**src/rtl/mem_ctrl_pkg.sv**
```systemverilog
package mem_ctrl_pkg;

    // ************************************************************************
    // Geometry
    // ************************************************************************
    localparam int NUM_BANKS = 4;
    localparam int BANK_BITS = 2;
    localparam int ROWS      = 4;
    localparam int ROW_BITS  = 2;
    localparam int COLS      = 8;
    localparam int COL_BITS  = 3;
    localparam int DATA_W    = 128;
    localparam int STRB_W    = 16;
    localparam int ADDR_W    = 32;

    // ************************************************************************
    // Timing and sizing
    // ************************************************************************
    // Precharge and activate delays in clk cycles
    localparam int T_RP  = 2;
    localparam int T_RCD = 2;
    localparam int WAIT_W = $clog2((T_RP > T_RCD ? T_RP : T_RCD) + 1);

    // One sweep step per row and column pair
    localparam int INIT_CYCLES = ROWS * COLS;
    localparam int INIT_CNT_W  = $clog2(INIT_CYCLES + 1);

    // Read order FIFO
    localparam int ORDER_DEPTH = 8;
    localparam int ORDER_PTR_W = $clog2(ORDER_DEPTH);

    // User opcode, write is cmd low
    typedef enum logic {
        CMD_WRITE = 1'b0,
        CMD_READ  = 1'b1
    } mem_cmd_e;

    typedef enum logic [1:0] {
        BANK_IDLE,
        BANK_PRECHARGE,
        BANK_ACTIVATE,
        BANK_ACCESS
    } bank_state_e;

    // Front to bank request
    typedef struct packed {
        mem_cmd_e              op;
        logic [ROW_BITS-1:0]   row;
        logic [COL_BITS-1:0]   col;
        logic [DATA_W-1:0]     data;
        logic [STRB_W-1:0]     strb;
    } bank_req_t;

    // Bank read hold
    typedef struct packed {
        logic              valid;
        logic [DATA_W-1:0] data;
    } bank_rsp_t;

endpackage

```
**src/rtl/mem_read_return.sv**
```systemverilog
`timescale 1ns/1ns

module mem_read_return import mem_ctrl_pkg::*; (
    input  logic                 clk,
    input  logic                 rst,
    input  logic                 order_push,
    input  logic [BANK_BITS-1:0] order_bank,
    input  bank_rsp_t            bank_rsp [NUM_BANKS],
    output logic                 order_full,
    output logic [NUM_BANKS-1:0] rsp_pop,
    output logic                 rd_data_valid,
    output logic [DATA_W-1:0]    rd_data
);

    // Bank number of every outstanding read, oldest at rd_ptr
    logic [BANK_BITS-1:0]   order_mem [ORDER_DEPTH];
    logic [ORDER_PTR_W-1:0] wr_ptr;
    logic [ORDER_PTR_W-1:0] rd_ptr;
    logic [ORDER_PTR_W:0]   count;
    logic [BANK_BITS-1:0]   head_bank;
    logic                   pop;

    assign order_full = (count == (ORDER_PTR_W+1)'(ORDER_DEPTH));
    assign head_bank  = order_mem[rd_ptr];

    // Only the oldest read may leave
    assign pop = (count != '0) && bank_rsp[head_bank].valid;

    always_comb begin
        rsp_pop = '0;
        if (pop) begin
            rsp_pop[head_bank] = 1'b1;
        end
    end

    // ************************************************************************
    // Order FIFO control
    // ************************************************************************
    always_ff @(posedge clk) begin
        if (rst) begin
            wr_ptr <= '0;
            rd_ptr <= '0;
            count  <= '0;
        end else begin
            if (order_push) begin
                wr_ptr <= wr_ptr + 1'b1;
            end
            if (pop) begin
                rd_ptr <= rd_ptr + 1'b1;
            end
            // Push and pop together leave the level alone
            if (order_push && !pop) begin
                count <= count + 1'b1;
            end else if (pop && !order_push) begin
                count <= count - 1'b1;
            end
        end
    end

    always_ff @(posedge clk) begin
        if (order_push) begin
            order_mem[wr_ptr] <= order_bank;
        end
    end

    // Registered read data out
    always_ff @(posedge clk) begin
        if (rst) begin
            rd_data_valid <= 1'b0;
        end else begin
            rd_data_valid <= pop;
        end
    end

    always_ff @(posedge clk) begin
        if (pop) begin
            rd_data <= bank_rsp[head_bank].data;
        end
    end

endmodule

```
**config.mk**
```make
export PLATFORM = sky130hd
export DESIGN_NAME = mem_read_return
export DESIGN_NICKNAME = d
export VERILOG_FILES = /design/src/rtl/mem_ctrl_pkg.sv /design/src/rtl/mem_read_return.sv
export SDC_FILE = /design/constraint.sdc
export NUM_CORES = 1
export LEC_CHECK = 0
export ABC_AREA = 1
export ABC_CLOCK_PERIOD_IN_PS = 13360
export BUFFER_PORTS_ARGS = -buffer_cell sky130_fd_sc_hd__buf_4
export CORE_AREA = 2 2 258 260
export DETAILED_ROUTE_END_ITERATION = 12
export DIE_AREA = 0 0 260 262
export GPL_TIMING_DRIVEN = 0
export PLACE_DENSITY = 0.32
export SLEW_MARGIN = 20
export SYNTH_ARGS = -nofsm -noshare
export SYNTH_HDL_FRONTEND = slang
export SYNTH_SLANG_ARGS = --single-unit
```
**constraint.sdc**
```tcl
create_clock -name clk -period 13.36 [get_ports clk]
set_input_delay 3.34 -clock clk [delete_from_list [all_inputs] [get_ports clk]]
set_output_delay 3.34 -clock clk [all_outputs]
set_load 0.005 [all_outputs]
```
Word-level counts from Yosys, hierarchy flattened
Memories as Yosys holds them, arrays and structs flattened. A register that Yosys moved wholly into a read port is not among the register bits.
Index checks and enable logic that the tools add are counted.
{"block": "totals", "output_inout_bits": 134, "n_memories": 1, "reg_bits": 139, "ram_bits": 16}
{"block": "classes", "bitwise": 1, "n_eq_ne": 1, "order_cmp": 3, "mux": 12, "n_reduce_logical": 8, "add_sub_neg": 4}
{"memory": "order_mem", "depth": 8, "width": 2, "read_ports": 1, "rd_clocked_by_memory_dff": 1, "wr": 1, "line": "mem_read_return.sv:16", "rtl": "logic [BANK_BITS-1:0] order_mem [ORDER_DEPTH];"}
{"cell": "$bmux W129 S2", "n": 1}
{"cell": "$mux W129", "n": 2}
{"cell": "$mux W4", "n": 3}
{"cell": "$add A3 B1 Y3 const B", "n": 2}
{"cell": "$mux W3", "n": 2}
{"cell": "$add A4 B1 Y4 const B", "n": 1}
{"cell": "$eq A4 B4 Y1 const B", "n": 1}
{"cell": "$logic_and A1 B1 Y1", "n": 4}
{"cell": "$reduce_bool A4 Y1", "n": 1}
{"cell": "$sub A4 B1 Y4 const B", "n": 1}
{"cell": "$ge A3 B3 Y1 const B", "n": 1}
{"cell": "$lt A2 B3 Y1 const B", "n": 1}
{"cell": "$mux W1", "n": 3}
{"cell": "$not A2 Y3", "n": 1}
{"cell": "$demux W1 S2", "n": 1}
{"cell": "$ge A2 B1 Y1 const B", "n": 1}
{"cell": "$logic_not A1 Y1", "n": 2}
{"cell": "$reduce_bool A2 Y1", "n": 1}

Depth between registers and ports, before layout
{"block": "logic_depth", "ltp_word": 8, "depth_mapped": 21}

Worst setup path before layout
OpenSTA, ideal clock, no wires.
{"block": "synth_timing", "path_kind": "input port to output port", "startpoint": "input bank_rsp[386] in the netlist's numbering", "endpoint": "output rsp_pop[3]", "arrival_ps": 3901, "path_slack_ps": 6119, "path_stages": 6, "required_ps": 10020, "n_path_buf": 0, "path_cell_list": "nand3_1 > nand2_1 > nand2_1 > nand2_2 > nand2_4 > nor3_1"}
{"block": "synth_via", "elab_chain_cells": 5}
{"item": "start: declaration", "line": "mem_read_return.sv:8", "rtl": "input bank_rsp_t bank_rsp [NUM_BANKS],"}
{"item": "$bmux W129 S2", "line": "mem_read_return.sv:27", "rtl": "assign pop = (count != '0) && bank_rsp[head_bank].valid;"}
{"item": "$mux W129 (2 in a row)"}
{"item": "$logic_and A1 B1 Y1", "line": "mem_read_return.sv:27"}
{"item": "$mux W4", "line": "mem_read_return.sv:31", "rtl": "if (pop) begin"}
{"item": "end: declaration", "line": "mem_read_return.sv:10", "rtl": "output logic [NUM_BANKS-1:0] rsp_pop,"}
No other way between the ends. The select of a mux whose other input is x is not followed.

Worst setup path in the final report
Ends and elaborated chain as after synthesis.

==> results.md <==
- edfxtp_1 — Synth Flop Type
- 0.5123 — Seq/Total Area, Yosys
- 0 — Hold Violations, Final
- 0.140 — clock network fraction of total power
- 0.1377 — starting density of the core
- flop to flop — worst hold path type
- 10.39 um^2 — Post-Synthesis Mean Instance Area
- 0 — Detail Route Antenna Nets
- 0 — # DRC
- 0.5554 — proportion of layout cells with a drive suffix above 1
- completed — result of the run
- 0 — share of synthesized registers carrying an async set or reset
- 14.16 ps — worst clock skew on the final layout
- 70 ps — Reg clk slew, reported paths
- primary input to output pin — type of the worst setup path
- 0.6072 — max-slew headroom at the worst pin
- 865 — post-synthesis instance total
- 158 — Synth Register Bits
- 30 — distinct cell type count after synthesis
- count[3]$_SDFFE_PP0P_ — source of the worst hold timing path
- 1,392 — net count after synthesis
- 7551 ps — minimum period implied by the final worst setup slack
- 0 — post-cts gate resize count
- 3.817 — mean number of vias per cell
- 0.006765 uW — Pleak
- 52.84 mm — total detailed-routing wirelength
- 0 — overflow left after global routing
- 470 ps — Skew-Pair Late Insertion Delay
- edfxtp_1 (48%), a22oi_2 (14%), nand2_1 (12%) — top cells by area in the synthesized netlist
- 0 — Setup violations, final
- 262 um — vertical extent of the die
- 2 — buffers from clock root to sink, at most
- 424 — detailed router's first-iteration violation count
- 5799 ps — Setup Slack @ Placement
- 10,020 ps — Worst EP required
- primary input — startpoint type of the worst setup path
- edfxtp_1 — cell type contributing the most total cell area after synthesis
- 0 ps — setup TNS after final layout
- 260 um — die width
- 68,120 um^2 — die area
- 144 — EDFF count, synth
- 132.4 MHz — top achievable clock speed
- 21.82 um — average detailed-routed wire length per instance
- 68 — pin count of the biggest net entering global routing
- 0.1481 — aggregate global-route resource usage
- 0 — Setup Buffers After CTS
- 158 — TritonCTS sink count
- 94 — Rows
- 0 — Yosys Warn Count
- 0.4347 — proportion of total power due to net switching
- 589.2 ps — actual transition at the worst max-transition pin
- 5809 ps — smallest setup slack after layout
- 8 — number of antenna violations at the first check in global routing
- 4210 ps — CP arrival
- 15,010 um^2 — Placement Cell Area
- 2235 uW — cell internal pwr
- 6 — first-pass iteration count of the detailed router
- 65,280 um^2 — core footprint
- 7 — critical path peak fanout
- nand2_1 (292), edfxtp_1 (144), nand3_1 (141) — commonest cells in the netlist
- 2,066 — layout net count
- nand2_1 — library cell with the highest instance count after synthesis
- 15,650 um^2 — cell area after layout
- no — RSZ-0062 raised after global routing
- 7,165 — Filler Cell Count
- bank_rsp[386] — Worst setup startpoint
- 654 — count of input and output buffers
- 0.1496 mV — maximum ir drop on the vdd rail
- 4 — maximum level of the CTS H-tree
- 0.263 — part of the power in registers
- 74.13% — Area Overhead vs Synth
- 9,570 — number of global-route vias before repair
- 9,244 — Via Count
- 0.8734 — global placement routability congestion
- 0.598 — relative contribution of combinational cells to total power
- 1718 uW — Switch Pwr
- 42.72 mm — DP HPWL
- output pin — CP Capture Type
- 0 — max-slew violations
- 0 — Max-cap violations
- 70.44 mm — global-route wire length before repair
- 655 — I/O Pins
- 8987 um^2 — cell area after synthesis
- built — CTS tree
- 0.5652 — final critical-path share of the clock period
- clkbuf_16 — buffer type at the clock tree root
- 0.4811 — top-area cell type share of the netlist area
- 0 — Post-CTS Hold Buffers
- 17 — CTS Buf Count
- 252.6 nW/um^2 — Power Density
[per-layer routing]
layer / share of wire / wire length [um] / up-vias / GRT usage
met4: 0.014 / 765 / 2 / 0.04358
met1: 0.38 / 20160 / 4370 / 0.1669
met3: 0.088 / 4660 / 35 / 0.05285
li1: - / - / 4469 / -
met5: 0.00025 / 13 / - / 0
met2: 0.52 / 27240 / 368 / 0.2618
[through the flow]
step | power (uW) | hold WS (ps) | util | instances
detailed placement | 3500 | 480.3 | 0.2300 | 2384
finish | 3953 | 489.6 | 0.2398 | 2422
global placement | 3555 | 471.7 | 0.2295 | 2383
CTS | 4076 | 491.7 | 0.2395 | 2416
floorplan | 2359 | 459.5 | - | 865
global route | 4247 | 529.5 | 0.2396 | 2419
[placed cells by master, fill, tap and decap left out, drive strengths merged]
| cell | netlist | routed |
|---|---|---|
| xor2 | 1 | 1 |
| clkinv | 0 | 5 |
| o21ai | 6 | 6 |
| clkbuf | 0 | 18 |
| buf | 57 | 712 |
| dfxtp | 14 | 14 |
| a21o | 1 | 1 |
| nor2 | 25 | 25 |
| nand2 | 298 | 298 |
| edfxtp | 144 | 144 |
| clkinvlp | 0 | 4 |
| fa | 1 | 1 |
| nor3 | 6 | 6 |
| bufinv | 0 | 4 |
| ha | 5 | 5 |
| or2 | 1 | 1 |
| nand3 | 143 | 143 |
| a21oi | 9 | 9 |
| a22oi | 128 | 128 |
| diode | 0 | 6 |
| inv | 26 | 27 |
[path summary, 6_finish.rpt]
| check | cells past startpoint | slack (ps) | endpoint |
|---|---|---|---|
| worst max register to register | 21 | 10340 | count[3]$_SDFFE_PP0P_ |
| worst min register to register | 2 | 490 | count[3]$_SDFFE_PP0P_ |
| worst min-delay path | 2 | 490 | count[3]$_SDFFE_PP0P_ |
| worst max-delay path | 8 | 5810 | rsp_pop[3] |
[kinds of logic after synthesis]
group,Yosys count,synth area share
buffers and inverters,83,0.07476
DFF,158,0.5123
and+or+nand+nor,473,0.2310
AOI/OAI and AO/OA,144,0.1718
xor gates and xnor gates,1,0.0009747
adders and majority gates,6,0.009188
[flip-flops by register name, indices dropped and copies added (netlist names), named ones only]
register       count
rd_data          128
order_mem         16
count              4
rd_ptr             3
wr_ptr             3
rd_data_valid      1
[area by class of cell]
cell class,instances,area [um^2],share of cell area
clock inverters,14,192.7,0.01231
diodes,6,15.01,0.0009594
repair buffers,655,4937,0.3155
flip-flops and latches,158,4604,0.2942
plain buffers,57,561.8,0.03590
multi-input cells,624,3711,0.2371
inverters,26,117.6,0.007515
clock buffers,18,429.2,0.02742
well taps,864,1081,0.06908
[worst max-delay path, cell delays in order]
cell     delay, ps
buf_4           80
nand3_1         70
nand2_1         70
nand2_1         50
nand2_2        150
nand2_4        130
nor3_1         170
buf_4          150
[power groups by stage]
stage | logic (uW) | registers, uW | clock network (uW)
after detailed placement | 2450 | 1050 | 0
after floorplan | 1260 | 1100 | 0
final | 2360 | 1040 | 552
after global routing | 2590 | 1060 | 592
after CTS | 2450 | 1040 | 580
after global placement | 2440 | 1110 | 0
(Power assumes the default switching activity.)
