<file path="config.mk">
export PLATFORM = sky130hd
export DESIGN_NAME = mem_cmd_front
export DESIGN_NICKNAME = d
export VERILOG_FILES = /design/src/rtl/mem_ctrl_pkg.sv /design/src/rtl/mem_cmd_front.sv
export SDC_FILE = /design/constraint.sdc
export NUM_CORES = 1
export LEC_CHECK = 0
export BUFFER_PORTS_ARGS = -buffer_cell sky130_fd_sc_hd__buf_4
export CAP_MARGIN = 20
export CORE_AREA = 2 2 307 309
export DETAILED_ROUTE_END_ITERATION = 8
export DIE_AREA = 0 0 309 311
export HOLD_SLACK_MARGIN = 0.06
export PLACE_DENSITY_LB_ADDON = 0.1
export SYNTH_ARGS = -nofsm -noshare
export SYNTH_HDL_FRONTEND = slang
export SYNTH_SLANG_ARGS = --single-unit
export TNS_END_PERCENT = 5
</file>
<file path="constraint.sdc">
create_clock -name clk -period 4.15 [get_ports clk]
set_input_delay 0.6225 -clock clk [delete_from_list [all_inputs] [get_ports clk]]
set_output_delay 0.6225 -clock clk [all_outputs]
set_load 0.02 [all_outputs]
</file>
<file path="src/rtl/mem_ctrl_pkg.sv">
package mem_ctrl_pkg;

    // ************************************************************************
    // Geometry
    // ************************************************************************
    localparam int NUM_BANKS = 4;
    localparam int BANK_BITS = 2;
    localparam int ROWS      = 4;
    localparam int ROW_BITS  = 2;
    localparam int COLS      = 8;
    localparam int COL_BITS  = 3;
    localparam int DATA_W    = 128;
    localparam int STRB_W    = 16;
    localparam int ADDR_W    = 32;

    // ************************************************************************
    // Timing and sizing
    // ************************************************************************
    // Precharge and activate delays in clk cycles
    localparam int T_RP  = 2;
    localparam int T_RCD = 2;
    localparam int WAIT_W = $clog2((T_RP > T_RCD ? T_RP : T_RCD) + 1);

    // One sweep step per row and column pair
    localparam int INIT_CYCLES = ROWS * COLS;
    localparam int INIT_CNT_W  = $clog2(INIT_CYCLES + 1);

    // Read order FIFO
    localparam int ORDER_DEPTH = 8;
    localparam int ORDER_PTR_W = $clog2(ORDER_DEPTH);

    // User opcode, write is cmd low
    typedef enum logic {
        CMD_WRITE = 1'b0,
        CMD_READ  = 1'b1
    } mem_cmd_e;

    typedef enum logic [1:0] {
        BANK_IDLE,
        BANK_PRECHARGE,
        BANK_ACTIVATE,
        BANK_ACCESS
    } bank_state_e;

    // Front to bank request
    typedef struct packed {
        mem_cmd_e              op;
        logic [ROW_BITS-1:0]   row;
        logic [COL_BITS-1:0]   col;
        logic [DATA_W-1:0]     data;
        logic [STRB_W-1:0]     strb;
    } bank_req_t;

    // Bank read hold
    typedef struct packed {
        logic              valid;
        logic [DATA_W-1:0] data;
    } bank_rsp_t;

endpackage

</file>
<file path="src/rtl/mem_cmd_front.sv">
`timescale 1ns/1ns

module mem_cmd_front import mem_ctrl_pkg::*; (
    input  logic                 clk,
    input  logic                 rst,
    input  logic                 cmd_en,
    input  mem_cmd_e             cmd,
    input  logic [ADDR_W-1:0]    addr,
    input  logic [DATA_W-1:0]    wr_data,
    input  logic [STRB_W-1:0]    wr_strb,
    input  logic [NUM_BANKS-1:0] bank_ready,
    input  logic                 order_full,
    output logic                 cmd_ready,
    output logic                 init_calib_complete,
    output logic [NUM_BANKS-1:0] req_valid,
    output bank_req_t            bank_req [NUM_BANKS],
    output logic                 order_push,
    output logic [BANK_BITS-1:0] order_bank
);

    logic [INIT_CNT_W-1:0] init_cnt;
    logic                  init_issue;
    logic                  sweep_done;
    logic [NUM_BANKS-1:0]  bank_free;
    logic [BANK_BITS-1:0]  dec_bank;
    logic                  accept;
    bank_req_t             cmd_req;
    bank_req_t             init_req;

    // ************************************************************************
    // Address decode
    // ************************************************************************
    // Word address, col in 2..0, bank in 4..3, row in 6..5
    assign dec_bank = addr[COL_BITS +: BANK_BITS];

    always_comb begin
        cmd_req.op   = cmd;
        cmd_req.row  = addr[COL_BITS + BANK_BITS +: ROW_BITS];
        cmd_req.col  = addr[COL_BITS-1:0];
        cmd_req.data = wr_data;
        cmd_req.strb = wr_strb;
    end

    // Sweep step, zero write with every byte enabled
    always_comb begin
        init_req.op   = CMD_WRITE;
        init_req.row  = init_cnt[COL_BITS +: ROW_BITS];
        init_req.col  = init_cnt[COL_BITS-1:0];
        init_req.data = '0;
        init_req.strb = '1;
    end

    assign sweep_done = (init_cnt == INIT_CNT_W'(INIT_CYCLES));
    // Next sweep step once every pending request is gone or leaving
    assign init_issue = !init_calib_complete && !sweep_done && (&(~req_valid | bank_ready));

    // Bank busy from acceptance until it drops back to idle
    assign bank_free = bank_ready & ~req_valid;

    // Reads also need room in the order FIFO
    assign cmd_ready = init_calib_complete && bank_free[dec_bank]
                       && !(cmd == CMD_READ && order_full);
    assign accept    = cmd_en && cmd_ready;

    assign order_push = accept && (cmd == CMD_READ);
    assign order_bank = dec_bank;

    always_ff @(posedge clk) begin
        if (rst) begin
            init_cnt            <= '0;
            init_calib_complete <= 1'b0;
            req_valid           <= '0;
        end else begin
            // Handshake with the bank retires the request
            for (int b = 0; b < NUM_BANKS; b++) begin
                if (req_valid[b] && bank_ready[b]) begin
                    req_valid[b] <= 1'b0;
                end
            end
            if (init_issue) begin
                req_valid <= '1;
                init_cnt  <= init_cnt + 1'b1;
            end else if (accept) begin
                req_valid[dec_bank] <= 1'b1;
            end
            // Calibrated after the last clearing write has landed
            if (sweep_done && req_valid == '0 && (&bank_ready)) begin
                init_calib_complete <= 1'b1;
            end
        end
    end

    // Request payload
    always_ff @(posedge clk) begin
        if (init_issue) begin
            for (int b = 0; b < NUM_BANKS; b++) begin
                bank_req[b] <= init_req;
            end
        end else if (accept) begin
            bank_req[dec_bank] <= cmd_req;
        end
    end

endmodule

</file>
======== After elaboration in Yosys (flattened, before gate mapping) ========
Cells that the tools add are included.
operators by class
  $add $sub $neg .......................... 1
  magnitude comparators ................... 4
  equality and inequality tests ........... 1
  muxes and demuxes ....................... 19
  bitwise logic cells ..................... 5
  reduce and logical (&&, ||, !) cells .... 22
operator list
  cell                                                         number
  2-to-1 mux 599 bit                                           2
  bitwise mux 600 bit                                          1
  demux 150 bit (select 2 bit)                                 1
  2-to-1 mux 150 bit                                           1
  logical AND 1 bit                                            15
  2-to-1 mux 1 bit                                             10
  2-to-1 mux 4 bit                                             2
  OR 4 bit                                                     2
  AND reduction 4 bit                                          2
  adder 6 x 1 -> 6 bit (second input constant)                 1
  == test 6 bit (second input constant)                        1
  bitwise AND 4 bit                                            1
  zero test 4 bit                                              1
  NOT 4 bit                                                    1
  >= comparator 3 bit (second input constant)                  1
  zero test 1 bit                                              3
  less-than comparator 2 x 3 -> 1 bit (second input constant)  1
  less-than comparator 3 x 1 -> 1 bit (second input constant)  1
  NOT 2 -> 3 bit                                               1
  binary-select mux 1 bit (select 2 bit)                       1
  demux 1 bit (select 2 bit)                                   1
  >= comparator 2 x 1 -> 1 bit (second input constant)         1
  nonzero test 2 bit                                           1
word-level totals
  bits in registers ....................... 611
  bits of input ports ..................... 185
  output and inout bits ................... 609
  word-level logic and storage cells ...... 75

======== Depth between registers and ports, before layout ========
Gate-level depths: netlist of the first run.
  depth in word-level cells ............... 9
  mapped depth ............................ 8
  mapped depth without buffers ............ 6

======== Worst setup path after synthesis of the first run ========
No wires, ideal clock.
  path type ............................... input -> output
  start point ............................. input port addr[3]
  end point ............................... output port order_push
  arrival time ............................ 1.912 ns
  required time ........................... 3.527 ns
  slack ................................... 1.616 ns
  stages .................................. 4
  path buffers ............................ 0
  cell sequence ........................... nor3b_1 > nor3b_1 > nor3b_1 > and3_1
between the ends
  cells in the longest elaborated chain, start to end .. 6
RTL lines
  item                                    line                 text
  start, declared                         mem_cmd_front.sv:8   input logic [ADDR_W-1:0] addr,
  binary-select mux 1 bit (select 2 bit)  mem_cmd_front.sv:61  assign cmd_ready = init_calib_complete && bank_free[dec_bank]
  2-to-1 mux 1 bit (implied by the code)  mem_cmd_front.sv:61
  logical AND 1 bit                       mem_cmd_front.sv:61
  logical AND 1 bit                       mem_cmd_front.sv:62  && !(cmd == CMD_READ && order_full);
  net cmd_ready                           mem_cmd_front.sv:13  output logic cmd_ready,
  logical AND 1 bit                       mem_cmd_front.sv:63  assign accept = cmd_en && cmd_ready;
  logical AND 1 bit                       mem_cmd_front.sv:65  assign order_push = accept && (cmd == CMD_READ);
  end, declared                           mem_cmd_front.sv:17  output logic order_push,
The timed path passes the listed nets, and every way through them passes these cells. The select of a mux whose other input is x is not followed.

======== Worst setup path in the final report of the first run ========
  start point ............................. register init_calib_complete
  end point ............................... output port order_push
between the ends
  cells in the longest elaborated chain, start to end .. 4
RTL lines
  item                    line                 text
  start, declared         mem_cmd_front.sv:14  output logic init_calib_complete,
  start signal, assigned  mem_cmd_front.sv:71  init_calib_complete <= 1'b0;
  start signal, assigned  mem_cmd_front.sv:88  init_calib_complete <= 1'b1;
  logical AND 1 bit       mem_cmd_front.sv:61
  logical AND 1 bit       mem_cmd_front.sv:62
  logical AND 1 bit       mem_cmd_front.sv:63
  logical AND 1 bit       mem_cmd_front.sv:65
Every way passes these cells.

==> results of run 1 <==
layer usage:
metal,wire [microns],share of wire
met1,38640,0.41
met2,44830,0.48
met3,7973,0.085
met4,2783,0.030
met5,0,0
worst max-delay path: cells and delay by family, from the launching register on:
family                 cells  cell delay, ps
DFF                        1             600
and+or+nand+nor            2             530
AOI/OAI and AO/OA          1             360
buffers and inverters      1             160
worst paths after layout:
| path | from | endpoint | slack [ps] |
|---|---|---|---|
| setup / recovery | init_calib_complete | order_push | 1250 |
| hold / removal | wr_strb[0] | bank_req[150] | 250 |
| setup reg to reg | init_cnt[1] | bank_req[165] | 1570 |
| hold reg to reg | bank_req[526] | bank_req[526] | 450 |
synthesized netlist by cell type (2+ instances only):
cell | instances | area, sq um
ha_1 | 2 | 25.02
nor4bb_1 | 2 | 20.02
mux2_2 | 2 | 22.52
dfxtp_1 | 591 | 11830
a22o_1 | 12 | 105.1
buf_1 | 3 | 11.26
or4_1 | 2 | 15.01
and3b_1 | 2 | 17.52
nor2_1 | 6 | 22.52
nand4_1 | 2 | 12.51
o31ai_1 | 3 | 22.52
nand2_1 | 1173 | 4403
and4b_1 | 2 | 20.02
buf_2 | 107 | 535.5
clkbuf_1 | 71 | 266.5
nor3b_1 | 5 | 37.54
a21oi_1 | 518 | 2592
edfxtp_1 | 20 | 600.6
and4_1 | 2 | 17.52
a31oi_1 | 5 | 31.28
buf_4 | 25 | 187.7
inv_1 | 4 | 15.01
o21ai_0 | 8 | 40.04
nand4b_1 | 2 | 17.52
nand2b_1 | 7 | 43.79
nand3_1 | 66 | 330.3
registers in the layout, summed over array words and instances (netlist names):
name	cells
init_calib_complete	1
init_cnt	6
bank_req	600
req_valid	4
final cells by class:
type	instances	area share
Sequential cell	611	0.4094
Multi-Input combinational cell	1832	0.2611
Timing Repair Buffer	804	0.2058
Clock buffer	112	0.06894
Tap cell	1254	0.05167
Clock inverter	9	0.002307
Inverter	4	0.0004945
Antenna cell	4	0.0003296
stage by stage:
step	setup slack [ps]	util	hold slack, ps	cell area [sq um]
final	1250	0.3273	246.2	30370
after CTS	1214	0.3272	184.5	30360
after detailed placement	1356	0.3039	446.6	28190
after global routing	1128	0.3273	219.8	30360
after global placement	1372	0.3039	443.7	28190
after floorplan	1616	-	477.9	21360
power groups by stage:
stage               sequential, mW  clock [mW]  combinational [mW]
global route                  5.98        6.50                1.04
detailed placement            6.11           0               0.992
global placement              6.11           0               0.995
finish                        5.98        6.07               0.971
CTS                           5.98        6.25               0.993
floorplan                     6.16           0               0.437
cells by family (layout without fill, tap and decap cells):
| logic type | Yosys count | count (layout) | synth area share |
|---|---|---|---|
| buffers and inverters | 210 | 929 | 0.04756 |
| other | 0 | 4 | 0 |
| multiplexers | 3 | 3 | 0.001523 |
| AO/OA/AOI/OAI | 548 | 548 | 0.1320 |
| adder cells (fa/ha/maj) | 2 | 2 | 0.001171 |
| flip-flops | 611 | 611 | 0.5820 |
| AND/OR/NAND/NOR | 1279 | 1279 | 0.2358 |
placed cells by master (no fill, tap or decap), types with 6 or more instances in the layout:
cell       netlist  layout
clkbuf_16        0      73
dfxtp_1        591     591
a21oi_1        518     518
edfxtp_1        20      20
nand2_1       1173    1173
buf_12           0      17
clkbuf_8         0      12
buf_4           25     787
clkbuf_1        71      27
a22o_1          12      12
nand2b_1         7       7
nand3_1         66      66
o21ai_0          8       8
clkinv_2         0       8
nor2_1           6       6
==> results.cfg, run 1 <==
[cts]
clk_pin_slew_ps = 60
numCtsBuffers = 73
post_cts_buffers = 0
cts-root-buf = clkbuf_16
post_cts_resized = 0
clk_latency_ps = 630
cts_tree = yes
clock_sinks = 611
ctsLongestPathBuffers = 3
cts_hold_buf = 0
htree_levels = 3

[global_routing]
grt_first_pass_wirelength_microns = 135400
grt_start_max_net_pins = 111
use_met2 = 0.3092
antenna_found_initial = 5
grt.total_usage = 0.1878
grt_util_met1 = 0.2264
grt_pass1_vias = 18880
overflow = 0
busiest_layer = met2
use_met3 = 0.06239

[routing]
ant_nets = 0
wl_microns = 94230
routed-via-count = 20130
vias_per_cell = 4.347
firstDrtPassIters = 5
drc_errors = 0
drtIter0Drc = 1398
routedWlPerCell_microns = 20.35

[job]
drv_cap = 0

[worst_setup_path]
critical_path_class = reg -> out
setup.worst_path.end_class = output pin
reg2regPathDepth = 7
path_cells = a21boi_4 -> nor3b_1 -> and3_1 -> buf_4
crit_path_max_fanout = 11
cp.required_ps = 3530
crit_arrival_ps = 2280
start_kind = flip-flop
max_stage_delay_ps = 600
crit_slowest_cell = dfxtp_1

[sta]
rsz0062_at_grt = no
finalHoldViolCount = 0
finalSetupTns_ps = 0
worst_pin_slew_ps = 829.1
report.final.setup_viol = 0
maxSlewHeadroom = 0.4473
drv_slew = 0
finalCritPeriodShare = 0.6988
min_period_ps = 2900
max_freq_mhz = 344.8
clock-skew-final_ps = 30.30

[die]
io_pins = 794
fp.dieW_microns = 309
start_util = 0.2303
rows = 112
die_y_microns = 311
core_sq_um = 92770
die_area_sq_um = 96100

[hold_path]
hold_class = in -> reg
hold_depth = 3

[logic_synthesis]
synth_ff_type = dfxtp_1
netlist_area_sq_um = 21360
synth_edf_count = 20
syn_nets = 2840
async_flop_share = 0
synth_seq_cells = 611
synth_cells = 2653
yosysWarnings = 0
ys_types = 37
synth.avg_cell_area_sq_um = 8.052
ys_seq_area_frac = 0.5820

[cells_and_area]
n_fill_cell = 10070
drive_above_1_share = 0.2699
seqCellArea_sq_um = 12430
area_growth_pct = 42.15
nets = 3513
multi_input_area_sq_um = 7928
layout.cells.non_filler = 4630

[power_and_ir_drop]
p_int_mw = 9.701
sequentialPowerShare = 0.459
p_switching_mw = 3.321
p_total_mw = 13.02
pwr-share-clk = 0.466
total_leakage_power_nw = 11.98
combPwrFrac = 0.075
peakVddDrop_uv = 277.9
switching_share = 0.2550
cellPowerDensity_nw_per_um2 = 428.8

[placement]
post-place-cells = 4505
dpl.hpwl_microns = 63610
port_buffers = 768
gp_congestion = 0.7612

[outcome]
status = completed
Note: power is estimated with default switching activity, not from simulation.
==> run 2: changes to the inputs <==
--- a/config.mk
+++ b/config.mk
@@ -7,9 +7,9 @@
 export LEC_CHECK = 0
 export BUFFER_PORTS_ARGS = -buffer_cell sky130_fd_sc_hd__buf_4
 export CAP_MARGIN = 20
-export CORE_AREA = 2 2 307 309
+export CORE_AREA = 2 2 310 312
 export DETAILED_ROUTE_END_ITERATION = 8
-export DIE_AREA = 0 0 309 311
+export DIE_AREA = 0 0 312 314
 export HOLD_SLACK_MARGIN = 0.06
 export PLACE_DENSITY_LB_ADDON = 0.1
 export SYNTH_ARGS = -nofsm -noshare
==> constraint.sdc (replaced) <==
create_clock -name clk -period 2.7 [get_ports clk]
set_input_delay 0.405 -clock clk [delete_from_list [all_inputs] [get_ports clk]]
set_output_delay 0.405 -clock clk [all_outputs]
set_load 0.02 [all_outputs]
==> run 2 against run 1 <==
Non-clock buffer count grew 165. Global-route usage increased by 0.14 points. Hold slack got worse by 130 ps. Sequential power grew 54%. Highest routed layer unchanged. Clock skew fell by 16 ps. Sequential share of layout area fell by 2.7 points. Utilization is 1.7 points higher. Final cell count rose by 4.1%. Critical path depth rose by 1.
==> results.cfg, run 2 (same netlist as run 1, synthesis figures left out) <==
[global_routing]
antenna_found_initial = 2
grt.total_usage = 0.1891
overflow = 0
grt_first_pass_wirelength_microns = 140000
grt_pass1_vias = 19920
grt_start_max_net_pins = 91

[power_and_ir_drop]
peakVddDrop_uv = 360.7
total_leakage_power_nw = 12.92
cellPowerDensity_nw_per_um2 = 652.8

[cts]
clk_latency_ps = 630
post_cts_buffers = 0
clk_pin_slew_ps = 60
numCtsBuffers = 77
clock_sinks = 611
cts_tree = yes
ctsLongestPathBuffers = 3
cts-root-buf = clkbuf_16
htree_levels = 3

[sta]
min_period_ps = 2363
maxSlewHeadroom = 0.5578
report.final.setup_viol = 0
fin_ws_ps = 337.1
finalHoldViolCount = 0
finalCritPeriodShare = 0.8751
rsz0062_at_grt = no
finalSetupTns_ps = 0
max_freq_mhz = 423.2
clock-skew-final_ps = 14.17
worst_pin_slew_ps = 663.3
drv_slew = 0

[routing]
routed-via-count = 20730
drc_errors = 0
highest_layer = met4
firstDrtPassIters = 7
wl_microns = 96770
drtIter0Drc = 1330
route.met2.wl_microns = 46740
wl_met1_microns = 39900
vias_per_cell = 4.301
route.met3.wl_microns = 7338
routedWlPerCell_microns = 20.08
ant_nets = 0

[worst_setup_path]
reg2regPathDepth = 6
setup.worst_path.end_class = output pin
start_kind = flip-flop
crit_path_max_fanout = 4
critical_path_class = reg -> out
rrSetupSlack_ps = 510
crit_arrival_ps = 1960
cp.required_ps = 2300

[outcome]
status = completed

[placement]
dpl.hpwl_microns = 65140
port_buffers = 768
post-place-ws_ps = 377.0
gp_congestion = 0.7844

[cells_and_area]
area_growth_pct = 52.15
regMostFlops = bank_req
nets = 3682
largest_reg_flops = 600
drive_above_1_share = 0.2679
layout_common_cells = nand2_1 (1173), buf_4 (789), dfxtp_1 (591)
top_regs = bank_req: 600 flops, init_cnt: 6 flops, req_valid: 4 flops
final_common_cell = nand2_1
fin_util = 0.3441
n_fill_cell = 10180

[die]
io_pins = 794
start_util = 0.2262
rows = 113
fp.dieW_microns = 312
die_y_microns = 314
core_sq_um = 94450
die_area_sq_um = 97970

[hold_path]
hold_class = in -> reg
hold_depth = 3

[job]
drv_cap = 0
run 2: changes by cell type in the layout (fill, tap and decap cells not counted), moves of 2 or more:
| cell | delta |
|---|---|
| dlygate4sd3_1 | +150 |
| buf_12 | +13 |
| clkbuf_1 | -8 |
| clkbuf_16 | +8 |
| clkbuf_8 | +6 |
| inv_6 | +6 |
| diode_2 | -3 |
| nor3b_1 | -3 |
| nor3b_2 | +3 |
| buf_4 | +2 |
| clkinv_2 | +2 |
run 2: worst paths after layout:
path	from	to
min reg2reg	bank_req[532]	bank_req[532]
max reg2reg	init_cnt[0]	bank_req[596]
min	cmd	bank_req[149]
max	req_valid[3]	order_push
run 2: worst max-delay path, cell delays in order (launching register included):
cell     delay, ps
dfxtp_1        360
and3b_1        230
nor3b_1        270
nor3b_2        100
and3_1         190
buf_4          160
run 2: stage by stage:
| stage | hold slack (ps) | power, mW | cells | instance area [sq um] |
|---|---|---|---|---|
| 2_1_floorplan | 477.9 | 10.14 | 2653 | 21360 |
| 3_3_place_gp | 443.0 | 11.00 | 4531 | 28480 |
| 3_5_place_dp | 446.5 | 10.99 | 4531 | 28480 |
| 4_1_cts | 62.99 | 21.64 | 4818 | 32490 |
| 5_1_grt | 95.93 | 22.06 | 4819 | 32500 |
| 6_report | 112.9 | 21.22 | 4819 | 32500 |
run 2: area by class of cell:
cell class                 count  area (sq um)  area share
antenna                        1         2.502  0.00007699
clock buffer                 118          2346     0.07218
clock inverter                19         155.1    0.004774
inverter                       4         15.01   0.0004620
multi-input combinational   1832          7943      0.2444
sequential                   611         12430      0.3825
tap                         1265          1583     0.04870
timing repair buffer         969          8025      0.2469
run 2: what timing repair did:
item	4_1_cts	5_1_grt
setup endpoints to repair	1	2
gates resized for setup	1	2
hold buffers	150	0
endpoints found under the hold margin	600	0
run 2: report_power, final:
part / total (mW) / internal [mW] / leakage [nW] / switching, mW
Combinational: 1.76 / 0.576 / 6.71 / 1.19
Sequential: 9.19 / 9.15 / 4.97 / 0.0372
Clock: 10.3 / 6.09 / 1.24 / 4.17
run 2: routing by layer:
layer	global-route usage	vias to the layer above
met5	0	-
met3	0.06146	111
met1	0.2255	9742
met2	0.3186	584
li1	-	10290
met4	0.06654	0
